[config.mk]
export PLATFORM = sky130hd
export DESIGN_NAME = student_top
export DESIGN_NICKNAME = d
export VERILOG_FILES = /design/src/common/student_pkg.sv /design/src/logic/student_bus_mux.sv /design/src/rlight/student_rlight.sv /design/src/iic/student_iic_ctrl.sv /design/src/logic/student_top.sv
export VERILOG_INCLUDE_DIRS = /design/src /design/src/common
export SDC_FILE = /design/constraint.sdc
export NUM_CORES = 1
export LEC_CHECK = 0
export BUFFER_PORTS_ARGS = -buffer_cell sky130_fd_sc_hd__buf_2
export CORE_MARGIN = 2
export CORE_UTILIZATION = 45
export CTS_BUF_LIST = sky130_fd_sc_hd__clkbuf_4 sky130_fd_sc_hd__clkbuf_8
export CTS_CLUSTER_DIAMETER = 40
export DETAILED_ROUTE_END_ITERATION = 12
export PLACE_DENSITY = 0.67
export SYNTH_ARGS = -nofsm -noshare
export SYNTH_HDL_FRONTEND = slang
export SYNTH_SLANG_ARGS = --single-unit
[constraint.sdc]
create_clock -name clk_i -period 2.9 [get_ports clk_i]
set_clock_uncertainty 0.2 [all_clocks]
set_input_delay 0.435 -clock clk_i [delete_from_list [all_inputs] [get_ports clk_i]]
set_output_delay 0.435 -clock clk_i [all_outputs]
set_load 0.005 [all_outputs]
[src/common/student_config.svh]
`ifndef STUDENT_CONFIG_SVH
`define STUDENT_CONFIG_SVH

// ======================================================================
// address map
// ======================================================================

// device select field of the byte address.
`define STUDENT_DEV_LSB  20
`define STUDENT_DEV_BITS 4

// running light registers.
`define RLIGHT_REG_CTRL    20'h0_0000
`define RLIGHT_REG_PATTERN 20'h0_0004
`define RLIGHT_REG_SPEED   20'h0_0008

// i2c controller registers.
`define IIC_REG_ADDR   20'h0_0000
`define IIC_REG_DATA   20'h0_0004
`define IIC_REG_CTRL   20'h0_0008
`define IIC_REG_STATUS 20'h0_000C

// clock cycles per scl half period.
`define IIC_CLK_DIV 4

`endif

[src/common/student_pkg.sv]
`include "student_config.svh"

package student_pkg;

  // byte address, device field on top.
  typedef logic [23:0] bus_addr_t;
  typedef logic [31:0] bus_data_t;

  // fields of the address.
  typedef logic [`STUDENT_DEV_BITS-1:0] dev_idx_t;
  typedef logic [`STUDENT_DEV_LSB-1:0]  reg_ofs_t;

  typedef logic [7:0] led_t;

  // ====================================================================
  // bus structs
  // ====================================================================

  typedef struct packed {
    logic      valid;
    logic      we;
    bus_addr_t addr;
    bus_data_t wdata;
  } bus_req_t;

  typedef struct packed {
    logic      valid;
    logic      err;   // unmapped device.
    bus_data_t rdata;
  } bus_rsp_t;

  // ====================================================================
  // i2c controller
  // ====================================================================

  typedef enum logic [2:0] {
    IIC_IDLE,
    IIC_START,
    IIC_SHIFT, // address or data bit.
    IIC_ACK,
    IIC_STOP
  } iic_state_t;

endpackage

[src/logic/student_bus_mux.sv]
`timescale 1ns/1ps
`include "student_config.svh"

module student_bus_mux #(
  parameter int unsigned NUM_DEV = 2
) (
  input  logic                  clk_i,
  input  logic                  rst_i,
  input  student_pkg::bus_req_t host_req_i,
  output student_pkg::bus_rsp_t host_rsp_o,
  output student_pkg::bus_req_t dev_req_o [NUM_DEV-1:0],
  input  student_pkg::bus_rsp_t dev_rsp_i [NUM_DEV-1:0]
);
  import student_pkg::*;

  dev_idx_t dev_idx;
  logic     mapped;
  logic     err_q;

  assign dev_idx = host_req_i.addr[`STUDENT_DEV_LSB +: `STUDENT_DEV_BITS];
  assign mapped  = (dev_idx < dev_idx_t'(NUM_DEV));

  // valid only toward the selected device.
  always_comb begin
    for (int i = 0; i < NUM_DEV; i++) begin
      dev_req_o[i]       = host_req_i;
      dev_req_o[i].valid = host_req_i.valid && (dev_idx == dev_idx_t'(i));
    end
  end

  // unmapped index answers itself, one cycle later.
  always_ff @(posedge clk_i) begin
    if (rst_i) begin
      err_q <= 1'b0;
    end else begin
      err_q <= host_req_i.valid && !mapped;
    end
  end

  // ====================================================================
  // response merge
  // ====================================================================

  // at most one source is valid per cycle.
  always_comb begin
    host_rsp_o = '0;
    if (err_q) begin
      host_rsp_o.valid = 1'b1;
      host_rsp_o.err   = 1'b1;
    end
    for (int i = 0; i < NUM_DEV; i++) begin
      if (dev_rsp_i[i].valid) begin
        host_rsp_o = dev_rsp_i[i];
      end
    end
  end

endmodule

[src/rlight/student_rlight.sv]
`timescale 1ns/1ps
`include "student_config.svh"

module student_rlight (
  input  logic                  clk_i,
  input  logic                  rst_i,
  input  student_pkg::bus_req_t bus_req_i,
  output student_pkg::bus_rsp_t bus_rsp_o,
  output student_pkg::led_t     led_o
);
  import student_pkg::*;

  typedef logic [15:0] speed_t;

  logic [1:0] ctrl_q;    // bit 0 enable, bit 1 right.
  led_t       pattern_q;
  speed_t     speed_q;
  speed_t     cnt_q;
  logic       tick;
  logic       wr_en;
  reg_ofs_t   reg_ofs;
  bus_data_t  rdata;
  bus_data_t  rdata_q;
  logic       rsp_valid_q;

  assign reg_ofs = bus_req_i.addr[`STUDENT_DEV_LSB-1:0];
  assign wr_en   = bus_req_i.valid && bus_req_i.we;
  assign tick    = (cnt_q == '0);

  // ====================================================================
  // registers and rotator
  // ====================================================================

  always_ff @(posedge clk_i) begin
    if (rst_i) begin
      ctrl_q    <= '0;
      pattern_q <= '0;
      speed_q   <= '0;
      cnt_q     <= '0;
    end else begin
      if (tick) begin
        cnt_q <= speed_q; // period is speed + 1.
      end else begin
        cnt_q <= cnt_q - 16'd1;
      end

      if (tick && ctrl_q[0]) begin
        if (ctrl_q[1]) begin
          pattern_q <= {pattern_q[0], pattern_q[7:1]};
        end else begin
          pattern_q <= {pattern_q[6:0], pattern_q[7]};
        end
      end

      // bus writes override the rotator.
      if (wr_en) begin
        case (reg_ofs)
          `RLIGHT_REG_CTRL:    ctrl_q  <= bus_req_i.wdata[1:0];
          `RLIGHT_REG_SPEED:   speed_q <= bus_req_i.wdata[15:0];
          `RLIGHT_REG_PATTERN: begin
            pattern_q <= bus_req_i.wdata[7:0];
            cnt_q     <= speed_q; // restart the period.
          end
          default: ;
        endcase
      end
    end
  end

  assign led_o = pattern_q;

  // ====================================================================
  // read path
  // ====================================================================

  always_comb begin
    rdata = '0;
    case (reg_ofs)
      `RLIGHT_REG_CTRL:    rdata = {30'b0, ctrl_q};
      `RLIGHT_REG_PATTERN: rdata = {24'b0, pattern_q};
      `RLIGHT_REG_SPEED:   rdata = {16'b0, speed_q};
      default: ;
    endcase
  end

  always_ff @(posedge clk_i) begin
    if (rst_i) begin
      rsp_valid_q <= 1'b0;
    end else begin
      rsp_valid_q <= bus_req_i.valid;
    end
  end

  always_ff @(posedge clk_i) begin
    rdata_q <= (bus_req_i.valid && !bus_req_i.we) ? rdata : '0; // writes return zero.
  end

  assign bus_rsp_o = '{valid: rsp_valid_q, err: 1'b0, rdata: rdata_q};

endmodule

[src/iic/student_iic_ctrl.sv]
`timescale 1ns/1ps
`include "student_config.svh"

module student_iic_ctrl (
  input  logic                  clk_i,
  input  logic                  rst_i,
  input  student_pkg::bus_req_t bus_req_i,
  output student_pkg::bus_rsp_t bus_rsp_o,
  input  logic                  sda_i,
  input  logic                  scl_i,
  output logic                  sda_oe_o,
  output logic                  scl_oe_o
);
  import student_pkg::*;

  localparam int unsigned DIV = `IIC_CLK_DIV;
  localparam int unsigned MID = DIV / 2;

  typedef logic [7:0] div_cnt_t;
  typedef logic [7:0] iic_byte_t;

  iic_state_t state_q;
  div_cnt_t   div_q;
  logic       phase_q;    // 0 scl low half, 1 scl high half.
  logic [2:0] bit_cnt_q;
  logic       byte_sel_q; // 0 address byte, 1 data byte.
  iic_byte_t  shift_q;
  iic_byte_t  addr_q;
  iic_byte_t  data_q;
  logic       addr_nack_q;
  logic       data_nack_q;
  logic       sda_oe_q;
  logic       scl_oe_q;
  logic       busy;
  logic       wr_en;
  logic       start_cmd;
  logic       half_tick;
  logic       mid_tick;
  logic       bit_end;
  logic       nack;
  reg_ofs_t   reg_ofs;
  bus_data_t  rdata;
  bus_data_t  rdata_q;
  logic       rsp_valid_q;

  assign reg_ofs   = bus_req_i.addr[`STUDENT_DEV_LSB-1:0];
  assign wr_en     = bus_req_i.valid && bus_req_i.we;
  assign busy      = (state_q != IIC_IDLE);
  assign start_cmd = wr_en && (reg_ofs == `IIC_REG_CTRL) && bus_req_i.wdata[0] && !busy;
  assign half_tick = busy && (div_q == div_cnt_t'(DIV - 1));
  assign mid_tick  = busy && (div_q == div_cnt_t'(MID));
  assign bit_end   = half_tick && phase_q;
  assign nack      = sda_i || !scl_i; // ack needs scl really high.

  // ====================================================================
  // bit timer and FSM
  // ====================================================================

  always_ff @(posedge clk_i) begin
    if (rst_i) begin
      state_q     <= IIC_IDLE;
      div_q       <= '0;
      phase_q     <= 1'b0;
      scl_oe_q    <= 1'b0;
      sda_oe_q    <= 1'b0;
      addr_nack_q <= 1'b0;
      data_nack_q <= 1'b0;
    end else if (start_cmd) begin
      state_q     <= IIC_START;
      div_q       <= '0;
      phase_q     <= 1'b0;
      addr_nack_q <= 1'b0;
      data_nack_q <= 1'b0;
    end else if (busy) begin
      div_q <= half_tick ? '0 : div_q + 8'd1;
      if (half_tick) begin
        phase_q  <= ~phase_q;
        scl_oe_q <= phase_q && (state_q != IIC_STOP); // low half of next bit.
      end

      // sda moves mid low half, start/stop and ack mid high half.
      if (mid_tick && !phase_q) begin
        case (state_q)
          IIC_SHIFT: sda_oe_q <= ~shift_q[7];
          IIC_ACK:   sda_oe_q <= 1'b0;
          IIC_STOP:  sda_oe_q <= 1'b1;
          default: ;
        endcase
      end
      if (mid_tick && phase_q) begin
        case (state_q)
          IIC_START: sda_oe_q <= 1'b1;
          IIC_STOP:  sda_oe_q <= 1'b0;
          IIC_ACK: begin
            if (byte_sel_q) begin
              data_nack_q <= nack;
            end else begin
              addr_nack_q <= nack;
            end
          end
          default: ;
        endcase
      end

      if (bit_end) begin
        case (state_q)
          IIC_START: state_q <= IIC_SHIFT;
          IIC_SHIFT: begin
            if (bit_cnt_q == 3'd7) begin
              state_q <= IIC_ACK;
            end
          end
          IIC_ACK:   state_q <= byte_sel_q ? IIC_STOP : IIC_SHIFT;
          IIC_STOP:  state_q <= IIC_IDLE;
          default:   state_q <= IIC_IDLE;
        endcase
      end
    end
  end

  // shifter, msb first.
  always_ff @(posedge clk_i) begin
    if (bit_end) begin
      case (state_q)
        IIC_START: begin
          shift_q    <= addr_q;
          bit_cnt_q  <= '0;
          byte_sel_q <= 1'b0;
        end
        IIC_SHIFT: begin
          shift_q   <= {shift_q[6:0], 1'b0};
          bit_cnt_q <= bit_cnt_q + 3'd1;
        end
        IIC_ACK: begin
          shift_q    <= data_q;
          bit_cnt_q  <= '0;
          byte_sel_q <= 1'b1;
        end
        default: ;
      endcase
    end
  end

  assign sda_oe_o = sda_oe_q;
  assign scl_oe_o = scl_oe_q;

  // ====================================================================
  // bus registers
  // ====================================================================

  always_ff @(posedge clk_i) begin
    if (wr_en && (reg_ofs == `IIC_REG_ADDR)) begin
      addr_q <= bus_req_i.wdata[7:0]; // 7-bit target plus r/w.
    end
    if (wr_en && (reg_ofs == `IIC_REG_DATA)) begin
      data_q <= bus_req_i.wdata[7:0];
    end
  end

  always_comb begin
    rdata = '0;
    case (reg_ofs)
      `IIC_REG_ADDR:   rdata = {24'b0, addr_q};
      `IIC_REG_DATA:   rdata = {24'b0, data_q};
      `IIC_REG_STATUS: rdata = {29'b0, data_nack_q, addr_nack_q, busy};
      default: ;
    endcase
  end

  always_ff @(posedge clk_i) begin
    if (rst_i) begin
      rsp_valid_q <= 1'b0;
    end else begin
      rsp_valid_q <= bus_req_i.valid;
    end
  end

  always_ff @(posedge clk_i) begin
    rdata_q <= (bus_req_i.valid && !bus_req_i.we) ? rdata : '0;
  end

  assign bus_rsp_o = '{valid: rsp_valid_q, err: 1'b0, rdata: rdata_q};

endmodule

[src/logic/student_top.sv]
`timescale 1ns/1ps

module student_top (
  input  logic                  clk_i,
  input  logic                  rst_i,
  input  student_pkg::bus_req_t bus_req_i,
  output student_pkg::bus_rsp_t bus_rsp_o,
  output student_pkg::led_t     led_o,
  input  logic                  sda_i,
  input  logic                  scl_i,
  output logic                  sda_oe_o,
  output logic                  scl_oe_o
);
  import student_pkg::*;

  localparam int unsigned NUM_DEV = 2;

  // device 0 running light, device 1 i2c.
  bus_req_t dev_req [NUM_DEV-1:0];
  bus_rsp_t dev_rsp [NUM_DEV-1:0];

  student_bus_mux #(
    .NUM_DEV(NUM_DEV)
  ) bus_mux_i (
    .clk_i,
    .rst_i,
    .host_req_i(bus_req_i),
    .host_rsp_o(bus_rsp_o),
    .dev_req_o (dev_req),
    .dev_rsp_i (dev_rsp)
  );

  student_rlight rlight_i (
    .clk_i,
    .rst_i,
    .bus_req_i(dev_req[0]),
    .bus_rsp_o(dev_rsp[0]),
    .led_o
  );

  student_iic_ctrl iic_ctrl_i (
    .clk_i,
    .rst_i,
    .bus_req_i(dev_req[1]),
    .bus_rsp_o(dev_rsp[1]),
    .sda_i,
    .scl_i,
    .sda_oe_o,
    .scl_oe_o
  );

endmodule

==> results_dict.tcl, run 1 <==
set metrics [dict create \
    antenna_found_initial 0 \
    grt_max_degree 26 \
    status "complete, no violations" \
    firstDrtPassIters 4 \
    via_count 4180 \
    final.setup.tns_ns 0 \
    rows 40 \
    final_core_util 0.535 \
    drc 0 \
    min_path_cells 1 \
    setup_slack_ns 0.252 \
    netlist_instances 532 \
    place_ws_ns 0.258 \
    syn-cell-area_mm2 0.00541 \
    layout_common_cells "85 x dfxtp_1, 73 x buf_2, 56 x mux2i_1, 53 x nand2_1, 45 x nor2_1" \
    power_density_mw_per_mm2 681 \
    wl_per_cell_um 16.0 \
    ant_nets 0 \
    hold_path_end "iic_ctrl_i.data_q[3]$_DFFE_PP_" \
    grt-ovfl-total 0 \
    power_uw 4320 \
    clkTransAtPathRegs_ns 0.07 \
    hold_violations 0 \
    area_growth_pct 17.4 \
    path_class "flip-flop to flip-flop" \
    yosysWarnings 0 \
    first_global_vias 4144 \
    yosysSeqAreaShare 0.470 \
    pin_count 106 \
    dp_hpwl_um 8910 \
    worstMarginPinSlew_ns 1.21 \
    r2r_setup_slack_ns 0.25 \
    slew_viol_final 0 \
    clock_latency_ns 0.43 \
    min_period_over_period 0.913 \
    layout_commonest_cell "dfxtp_1" \
    max_freq_ghz 0.378 \
    hold_path_class "primary input to flip-flop" \
    fp.dieH_um 114 \
    hp-start "bus_req_i[3]" \
    max-slew-margin-rel 0.192 \
    peakVddDrop_mv 0.320 \
    drtIter0Drc 438 \
    diodes 0 \
    cp_slowest_cell "a21oi_1" \
    grt_pass1_wl_um 20200 \
    cts_setup_buffers 0 \
    clockBufferDepth 2 \
    rsz0062_at_grt "false" \
    path_max_fanout 9 \
    ys_ff_latch 113 \
    fill_cells 1059 \
    synth_flop_cell "dfxtp_1" \
    r2r_end "rlight_i.cnt_q[7]$_SDFF_PP0_" \
    start_kind "flip-flop" \
    cts_root_buf "clkbuf_8" \
    numClockSinks 113 \
    syn_avg_cell_area_um2 10.2 \
    vias_per_cell 5.44 \
    cap_violations 0 \
    cts_buffers 17 \
    synth_cell_types 66 \
    port_buffers 73 \
    ys_async_sr_fraction 0 \
    place_congestion 0.879 \
    cts_tree "built" \
    dieArea_mm2 0.0129 \
    p_leak_uw 0.00255 \
    grt_usage 0.197 \
    worst_setup_path_end_kind "flip-flop" \
    max_stage_delay_ns 0.96 \
    synth_edf_count 28 \
    required_ns 3.06 \
    arrival_ns 2.80 \
    rr_startpoint "rlight_i.cnt_q[0]$_SDFF_PP0_" \
    post-route-min-period_ns 2.65 \
    setup_viol 0 \
    core-area_mm2 0.0119 \
    reg2reg_depth 6 \
    htree_levels 4 \
    initial_utilization 0.456 \
    routed_wl_um 12300 \
    crit_chain "inv_1, ha_1, nor3b_1, and4_1, a21oi_1, mux2i_1" \
    layout.nets 677 \
    drive_above_1_share 0.235 \
    die_w_um 114 \
]
[registers in the layout (all words and copies together) (netlist names), 2 cells and up]
name	cells
iic_ctrl_i.addr_q	8
rlight_i.ctrl_q	2
iic_ctrl_i.rdata_q	8
iic_ctrl_i.state_q	3
rlight_i.cnt_q	16
rlight_i.rdata_q	16
iic_ctrl_i.div_q	8
iic_ctrl_i.bit_cnt_q	3
iic_ctrl_i.data_q	8
rlight_i.speed_q	16
rlight_i.led_o	8
iic_ctrl_i.shift_q	8
[how the worst max path moves through the flow]
stage                                 startpoint                        endpoint  slack (ns)
detailed placement                 bus_req_i[35]    rlight_i.cnt_q[7]$_SDFF_PP0_        0.26
CTS                 rlight_i.cnt_q[0]$_SDFF_PP0_    rlight_i.cnt_q[6]$_SDFF_PP0_        0.24
finish              rlight_i.cnt_q[0]$_SDFF_PP0_    rlight_i.cnt_q[7]$_SDFF_PP0_        0.25
global placement                   bus_req_i[35]    rlight_i.cnt_q[0]$_SDFF_PP0_        0.28
floorplan                          bus_req_i[50]  iic_ctrl_i.addr_q[0]$_DFFE_PP_        0.39
global route        rlight_i.cnt_q[0]$_SDFF_PP0_    rlight_i.cnt_q[6]$_SDFF_PP0_        0.03
[critical path, delay by kind of cell (launching register included)]
family,cells,cell delay (ns)
AND/OR/NAND/NOR,2,0.44
multiplexers,1,0.27
AO/OA/AOI/OAI,1,0.96
buffers and inverters,1,0.10
flip-flops,1,0.40
adder cells (fa/ha/maj),1,0.21
[cell usage after synthesis (3+ instances only)]
cell type  count  area share
nor3_1         9      0.0083
and2_1        18       0.021
buf_2          6      0.0056
nor4_1         5      0.0058
a31oi_1        7      0.0081
nand3_1        9      0.0083
nor4_2         4      0.0093
or4_1          3      0.0042
o22ai_1        8      0.0093
buf_4         17       0.024
buf_1          4      0.0028
a22o_1         8       0.013
nand2b_1       4      0.0046
edfxtp_1      28        0.16
and4_1         5      0.0081
a21oi_1        7      0.0065
nand4_1       15       0.017
a21o_1         3      0.0042
nor2b_1        7      0.0081
mux2_2         8       0.017
o21ai_0       11       0.010
xor2_1        15       0.024
o221ai_1       6      0.0097
ha_1           6       0.014
dfxtp_1       85        0.31
mux2i_1       56        0.10
clkbuf_1      18       0.012
a22oi_1        6      0.0083
nand2_1       53       0.037
nor2_1        45       0.031
inv_1          8      0.0056
nor3b_1        7      0.0097
[layer usage]
metal / up-vias / global-route usage / share of wire
met4: 0 / 0.0797 / 0.019
li1: 2063 / - / -
met2: 89 / 0.344 / 0.51
met3: 25 / 0.0425 / 0.033
met5: - / 0 / 0
met1: 2003 / 0.237 / 0.44
[through the flow]
| stage | cells | hold slack [ns] | cell area [µm²] |
|---|---|---|---|
| global placement | 735 | 0.234 | 5860 |
| CTS | 769 | 0.00684 | 6340 |
| floorplan | 547 | 0.221 | 5460 |
| finish | 769 | 0.0229 | 6340 |
| detailed placement | 735 | 0.236 | 5860 |
| global route | 769 | 0.00970 | 6340 |
[timing repair]
item,4_1_cts,5_1_grt
endpoints found under the hold margin,3,0
resized for setup,0,0
hold buffers,2,0
setup endpoints to repair,0,0
[power breakdown]
| group | leakage [µW] | internal [µW] | switching (µW) |
|---|---|---|---|
| clock network | 0.000230 | 1040 | 655 |
| registers | 0.000938 | 1700 | 116 |
| logic | 0.00138 | 355 | 445 |
| total | 0.00255 | 3100 | 1220 |
[layout make-up]
type                            instances  area, µm²  area share
Tap cell                              147        184      0.0290
Timing Repair Buffer                   90        510      0.0805
Sequential cell                       113       2540       0.401
Multi-Input combinational cell        379       2620       0.413
Clock buffer                           18        248      0.0391
Clock inverter                         14        211      0.0333
Inverter                                8       30.0     0.00473
[kinds of logic after synthesis]
| family | synth area share |
|---|---|
| compound gates | 0.0928 |
| mux | 0.123 |
| simple gates | 0.217 |
| fa+ha+maj | 0.0139 |
| other cells | 0.000694 |
| buf+inv | 0.0558 |
| flops | 0.470 |
| xor+xnor | 0.0259 |
No activity file was read; power rests on OpenSTA's default activity.
==> run 2, diff against run 1 <==
Settings changed: CORE_ASPECT_RATIO set to 2.
Clock period 2.9 ns to 2.55 ns, I/O delays scaled along.
==> run 2 against run 1 <==
Against the previous run:
- global-route usage increased by 2.0 points
- clock power up 2%
- sequential power is 13% higher
- design area up 2.7%
- utilization up 2.2 points
- via count increased by 4.8%
- cell count grew 3.0%
- combinational power grew 26%
- sequential cell count is the same
- wire length is 9.7% higher
- highest routed layer unchanged
==> results_dict.tcl, run 2 (same netlist as run 1, synthesis figures left out) <==
set metrics [dict create \
    via_count 4382 \
    clockBufferDepth 2 \
    use_met1 0.202 \
    die_w_um 81.5 \
    power_uw 4810 \
    setup_slack_ns 0.258 \
    cts_tree "built" \
    max_freq_ghz 0.436 \
    numClockSinks 113 \
    dpl-instance-area_mm2 0.00592 \
    reg.largest.list "rlight_i.cnt_q x16, rlight_i.rdata_q x16, rlight_i.speed_q x16" \
    switching_power_uw 1430 \
    layout_commonest_cell "dfxtp_1" \
    min_period_over_period 0.899 \
    dp_hpwl_um 10300 \
    clock_latency_ns 0.43 \
    worstMarginPinSlew_ns 0.695 \
    max-slew-margin-rel 0.537 \
    final_core_util 0.557 \
    setup_viol 0 \
    rows 56 \
    pin_count 106 \
    swShare 0.297 \
    place_ws_ns 0.0605 \
    grt_use_met2 0.412 \
    status "complete, no violations" \
    place_congestion 0.866 \
    internal-power_uw 3380 \
    cts_setup_buffers 0 \
    peakVddDrop_mv 0.571 \
    vias_per_cell 5.53 \
    diodes 0 \
    routed_wl_um 13500 \
    grt.met3_usage 0.0454 \
    seqPwrFrac 0.428 \
    grt-busiest-layer "met2" \
    post-route-min-period_ns 2.29 \
    worst_setup_path_end_kind "flip-flop" \
    clkTransAtPathRegs_ns 0.07 \
    htree_levels 4 \
    area_growth_pct 20.5 \
    ant_nets 0 \
    cp_slowest_cell "dlygate4sd3_1" \
    fin_area_mm2 0.00651 \
    firstDrtPassIters 4 \
    p_leak_uw 0.00263 \
    grt_max_degree 27 \
    grt_pass1_wl_um 21500 \
    p_comb_frac 0.209 \
    arrival_ns 2.43 \
    final.setup.tns_ns 0 \
    grt-ovfl-total 0 \
    hold_path_class "primary input to flip-flop" \
    wl_per_cell_um 17.1 \
    path_class "primary input to flip-flop" \
    drc 0 \
    layout.nets 702 \
    port_buffers 73 \
    cts_root_buf "clkbuf_8" \
    drtIter0Drc 200 \
    core-area_mm2 0.0117 \
    cap_violations 0 \
    fp.dieH_um 159 \
    first_global_vias 4544 \
    rsz0062_at_grt "false" \
    cts_buffers 17 \
    clkPwrFrac 0.363 \
    path_max_fanout 8 \
    drive_above_1_share 0.246 \
    start_kind "primary input" \
    initial_utilization 0.462 \
    dieArea_mm2 0.0130 \
    max_stage_delay_ns 0.53 \
    power_density_mw_per_mm2 738 \
    slew_viol_final 0 \
    grt_usage 0.217 \
    crit_chain "dlygate4sd3_1, buf_2, nor3_1, and4_1, nand4_1, nor2_1" \
    layout_common_cells "85 x dfxtp_1, 73 x buf_2, 56 x mux2i_1, 53 x nand2_1, 45 x nor2_1" \
    antenna_found_initial 0 \
    required_ns 2.69 \
    hold_violations 0 \
]
==> run 2: cell types whose count changed in the layout (fill, tap and decap cells not counted), moves of 2 or more <==
cell	delta
clkbuf_4	+2
bufinv_16	-2
buf_4	+11
clkinvlp_4	+4
dlygate4sd3_1	+15
==> run 2: power groups by stage <==
stage,sequential [µW],clock [µW],combinational (µW)
after floorplan,2070,0,724
after global placement,2090,0,946
after detailed placement,2090,0,975
after CTS,2050,1770,999
after global routing,2060,1840,1110
final,2060,1740,1010
==> run 2: layout make-up <==
type	count	area, µm²
clock inverter	13	164
clock buffer	19	249
fill	1046	5190
timing repair buffer	115	723
tap	145	181
sequential	113	2540
multi-input combinational	379	2620
inverter	8	30.0
==> run 2: worst paths after layout <==
| kind | startpoint | endpoint | slack [ns] | depth (start not counted) |
|---|---|---|---|---|
| worst max register to register | rlight_i.cnt_q[2]$_SDFF_PP0_ | rlight_i.led_o[4]$_SDFF_PP0_ | 0.26 | 4 |
| worst max-delay path | bus_req_i[53] | rlight_i.rdata_q[2]$_SDFF_PN0_ | 0.26 | 6 |
| worst min-delay path | bus_req_i[10] | rlight_i.speed_q[10]$_SDFFE_PP0P_ | 0.02 | 3 |
| worst min register to register | rlight_i.speed_q[9]$_SDFFE_PP0P_ | rlight_i.rdata_q[9]$_SDFF_PN0_ | 0.26 | 1 |
==> run 2: what timing repair did <==
action,CTS,global route
hold buffers,17,0
gates resized for setup,1,1
endpoints found under the hold margin,24,0
setup endpoints to repair,16,9
==> run 2: per-stage QoR <==
stage / cells / hold WS, ns
3_3_place_gp: 743 / 0.242
2_1_floorplan: 547 / 0.221
5_1_grt: 792 / 0.00519
3_5_place_dp: 743 / 0.251
6_report: 792 / 0.0175
4_1_cts: 792 / 0.00127
==> run 2: per-layer routing <==
metal	vias to the layer above	part of all wire
li1	2115	-
met1	2077	0.34
met2	134	0.57
met3	56	0.037
met4	0	0.048
met5	-	0
==> run 2: critical path: cells and delay by family <==
| kind | cells | cell delay, ns |
|---|---|---|
| AND/OR/NAND/NOR | 4 | 1.34 |
| buffers and inverters | 2 | 0.68 |
==> run 3, diff against run 2 <==
==> constraint.sdc (replaced) <==
create_clock -name clk_i -period 2.55 [get_ports clk_i]
set_clock_uncertainty 0.2 [all_clocks]
set_input_delay 0.1275 -clock clk_i [delete_from_list [all_inputs] [get_ports clk_i]]
set_output_delay 0.1275 -clock clk_i [all_outputs]
set_load 0.005 [all_outputs]
==> run 3 against run 2 <==
Against the previous run:
- power down 0.85%
- largest power group unchanged
- global-route usage shrank 0.073 points
- die area unchanged
- critical endpoint is now bus_rsp_o[2]
==> results_dict.tcl, run 3 (same netlist as run 1, synthesis figures left out) <==
set metrics [dict create \
    rsz0062_at_grt "false" \
    layout_commonest_cell "dfxtp_1" \
    cts_buffers 17 \
    area_growth_pct 21.6 \
    slew_viol_final 0 \
    grt_use_met2 0.413 \
    clkTransAtPathRegs_ns 0.07 \
    first_global_vias 4529 \
    setup_viol 0 \
    hold_path_class "primary input to flip-flop" \
    power_uw 4760 \
    reg2reg_depth 5 \
    drive_above_1_share 0.234 \
    fill_cells 1059 \
    vias_per_cell 5.56 \
    seq_area_mm2 0.00254 \
    min_path_cells 5 \
    peakVddDrop_mv 0.446 \
    grt_max_degree 27 \
    drc 0 \
    multiInputGateArea_mm2 0.00262 \
    start_kind "flip-flop" \
    max_freq_ghz 0.439 \
    numClockSinks 113 \
    reg.largest.list "rlight_i.cnt_q x16, rlight_i.rdata_q x16, rlight_i.speed_q x16" \
    post-route-min-period_ns 2.28 \
    path_max_fanout 11 \
    drtIter0Drc 194 \
    place_congestion 0.882 \
    cts_root_buf "clkbuf_8" \
    cts_resized 0 \
    ant_nets 0 \
    layout_common_cells "85 x dfxtp_1, 73 x buf_2, 56 x mux2i_1, 53 x nand2_1, 45 x nor2_1" \
    layout.nets 709 \
    wl_per_cell_um 17.1 \
    min_period_over_period 0.893 \
    place_ws_ns 0.350 \
    cp_slowest_cell "nor2b_1" \
    use_met1 0.192 \
    clock_latency_ns 0.42 \
    via_count 4436 \
    arrival_ns 1.95 \
    hold_violations 0 \
    dieArea_mm2 0.0130 \
    max-slew-margin-rel 0.542 \
    antenna_found_initial 0 \
    pin_count 106 \
    clockBufferDepth 2 \
    grt.met3_usage 0.0488 \
    routed_wl_um 13700 \
    setup_slack_ns 0.272 \
    power_density_mw_per_mm2 725 \
    required_ns 2.22 \
    worstMarginPinSlew_ns 0.682 \
    die_w_um 81.5 \
    crit_chain "nor2b_1, buf_4, a22o_1, buf_2" \
    path_class "flip-flop to output port" \
    p_leak_uw 0.00266 \
    grt-busiest-layer "met2" \
    cp_num_cells 4 \
    path_buf_inv 2 \
    cap_violations 0 \
    htree_levels 4 \
    max_stage_delay_ns 0.51 \
    rows 56 \
    dp_hpwl_um 10300 \
    final.setup.tns_ns 0 \
    cts_tree "built" \
    final_core_util 0.562 \
    firstDrtPassIters 4 \
    grt_pass1_wl_um 21300 \
    crit_family "simple AND/OR/NAND/NOR gates" \
    status "complete, no violations" \
    grt-ovfl-total 0 \
    core-area_mm2 0.0117 \
    worst_setup_path_end_kind "output port" \
    grt_usage 0.217 \
    diodes 0 \
    initial_utilization 0.462 \
    port_buffers 73 \
    fp.dieH_um 159 \
]
run 3: power by group:
part | internal, µW | total, µW | switching [µW]
logic | 466 | 1000 | 536
clock network | 974 | 1690 | 717
registers | 1940 | 2070 | 133
run 3: worst paths after layout:
check	slack [ns]	to	startpoint
worst max-delay path	0.27	bus_rsp_o[2]	iic_ctrl_i.rsp_valid_q$_SDFF_PP0_
worst min-delay path	0.04	rlight_i.rdata_q[1]$_SDFF_PN0_	bus_req_i[34]
worst max register to register	0.31	rlight_i.cnt_q[13]$_SDFF_PP0_	rlight_i.cnt_q[2]$_SDFF_PP0_
worst min register to register	0.26	rlight_i.rdata_q[8]$_SDFF_PN0_	rlight_i.speed_q[8]$_SDFFE_PP0P_
run 3: layout make-up:
cell class / instances / share of cell area
Clock buffer: 22 / 0.0451
Clock inverter: 9 / 0.0160
Inverter: 8 / 0.00457
Multi-Input combinational cell: 379 / 0.398
Sequential cell: 113 / 0.387
Tap cell: 145 / 0.0276
Timing Repair Buffer: 122 / 0.122
run 3: what timing repair did:
| item | in CTS | in global routing |
|---|---|---|
| endpoints found under the hold margin | 55 | 0 |
| hold buffers | 27 | 0 |
| setup buffers | 0 | 0 |
run 3: per-layer routing:
metal	share of wire	wire (µm)
met1	0.35	4730
met2	0.58	7870
met3	0.034	461
met4	0.044	595
met5	0	0
run 3: metrics by stage:
step / hold slack, ns / area, µm² / std cells
CTS: 0.00654 / 6570 / 798
floorplan: 0.00424 / 5460 / 547
global placement: 0.140 / 5900 / 740
finish: 0.0358 / 6570 / 798
detailed placement: 0.147 / 5900 / 740
global route: 0.0469 / 6570 / 798
run 3: worst reg2reg max path, stage by stage (launching register included):
cell and delay (ns):
dfxtp_1 0.37, nor4_2 0.60, and4_1 0.32, buf_4 0.17, a211o_1 0.25, o221ai_1 0.20
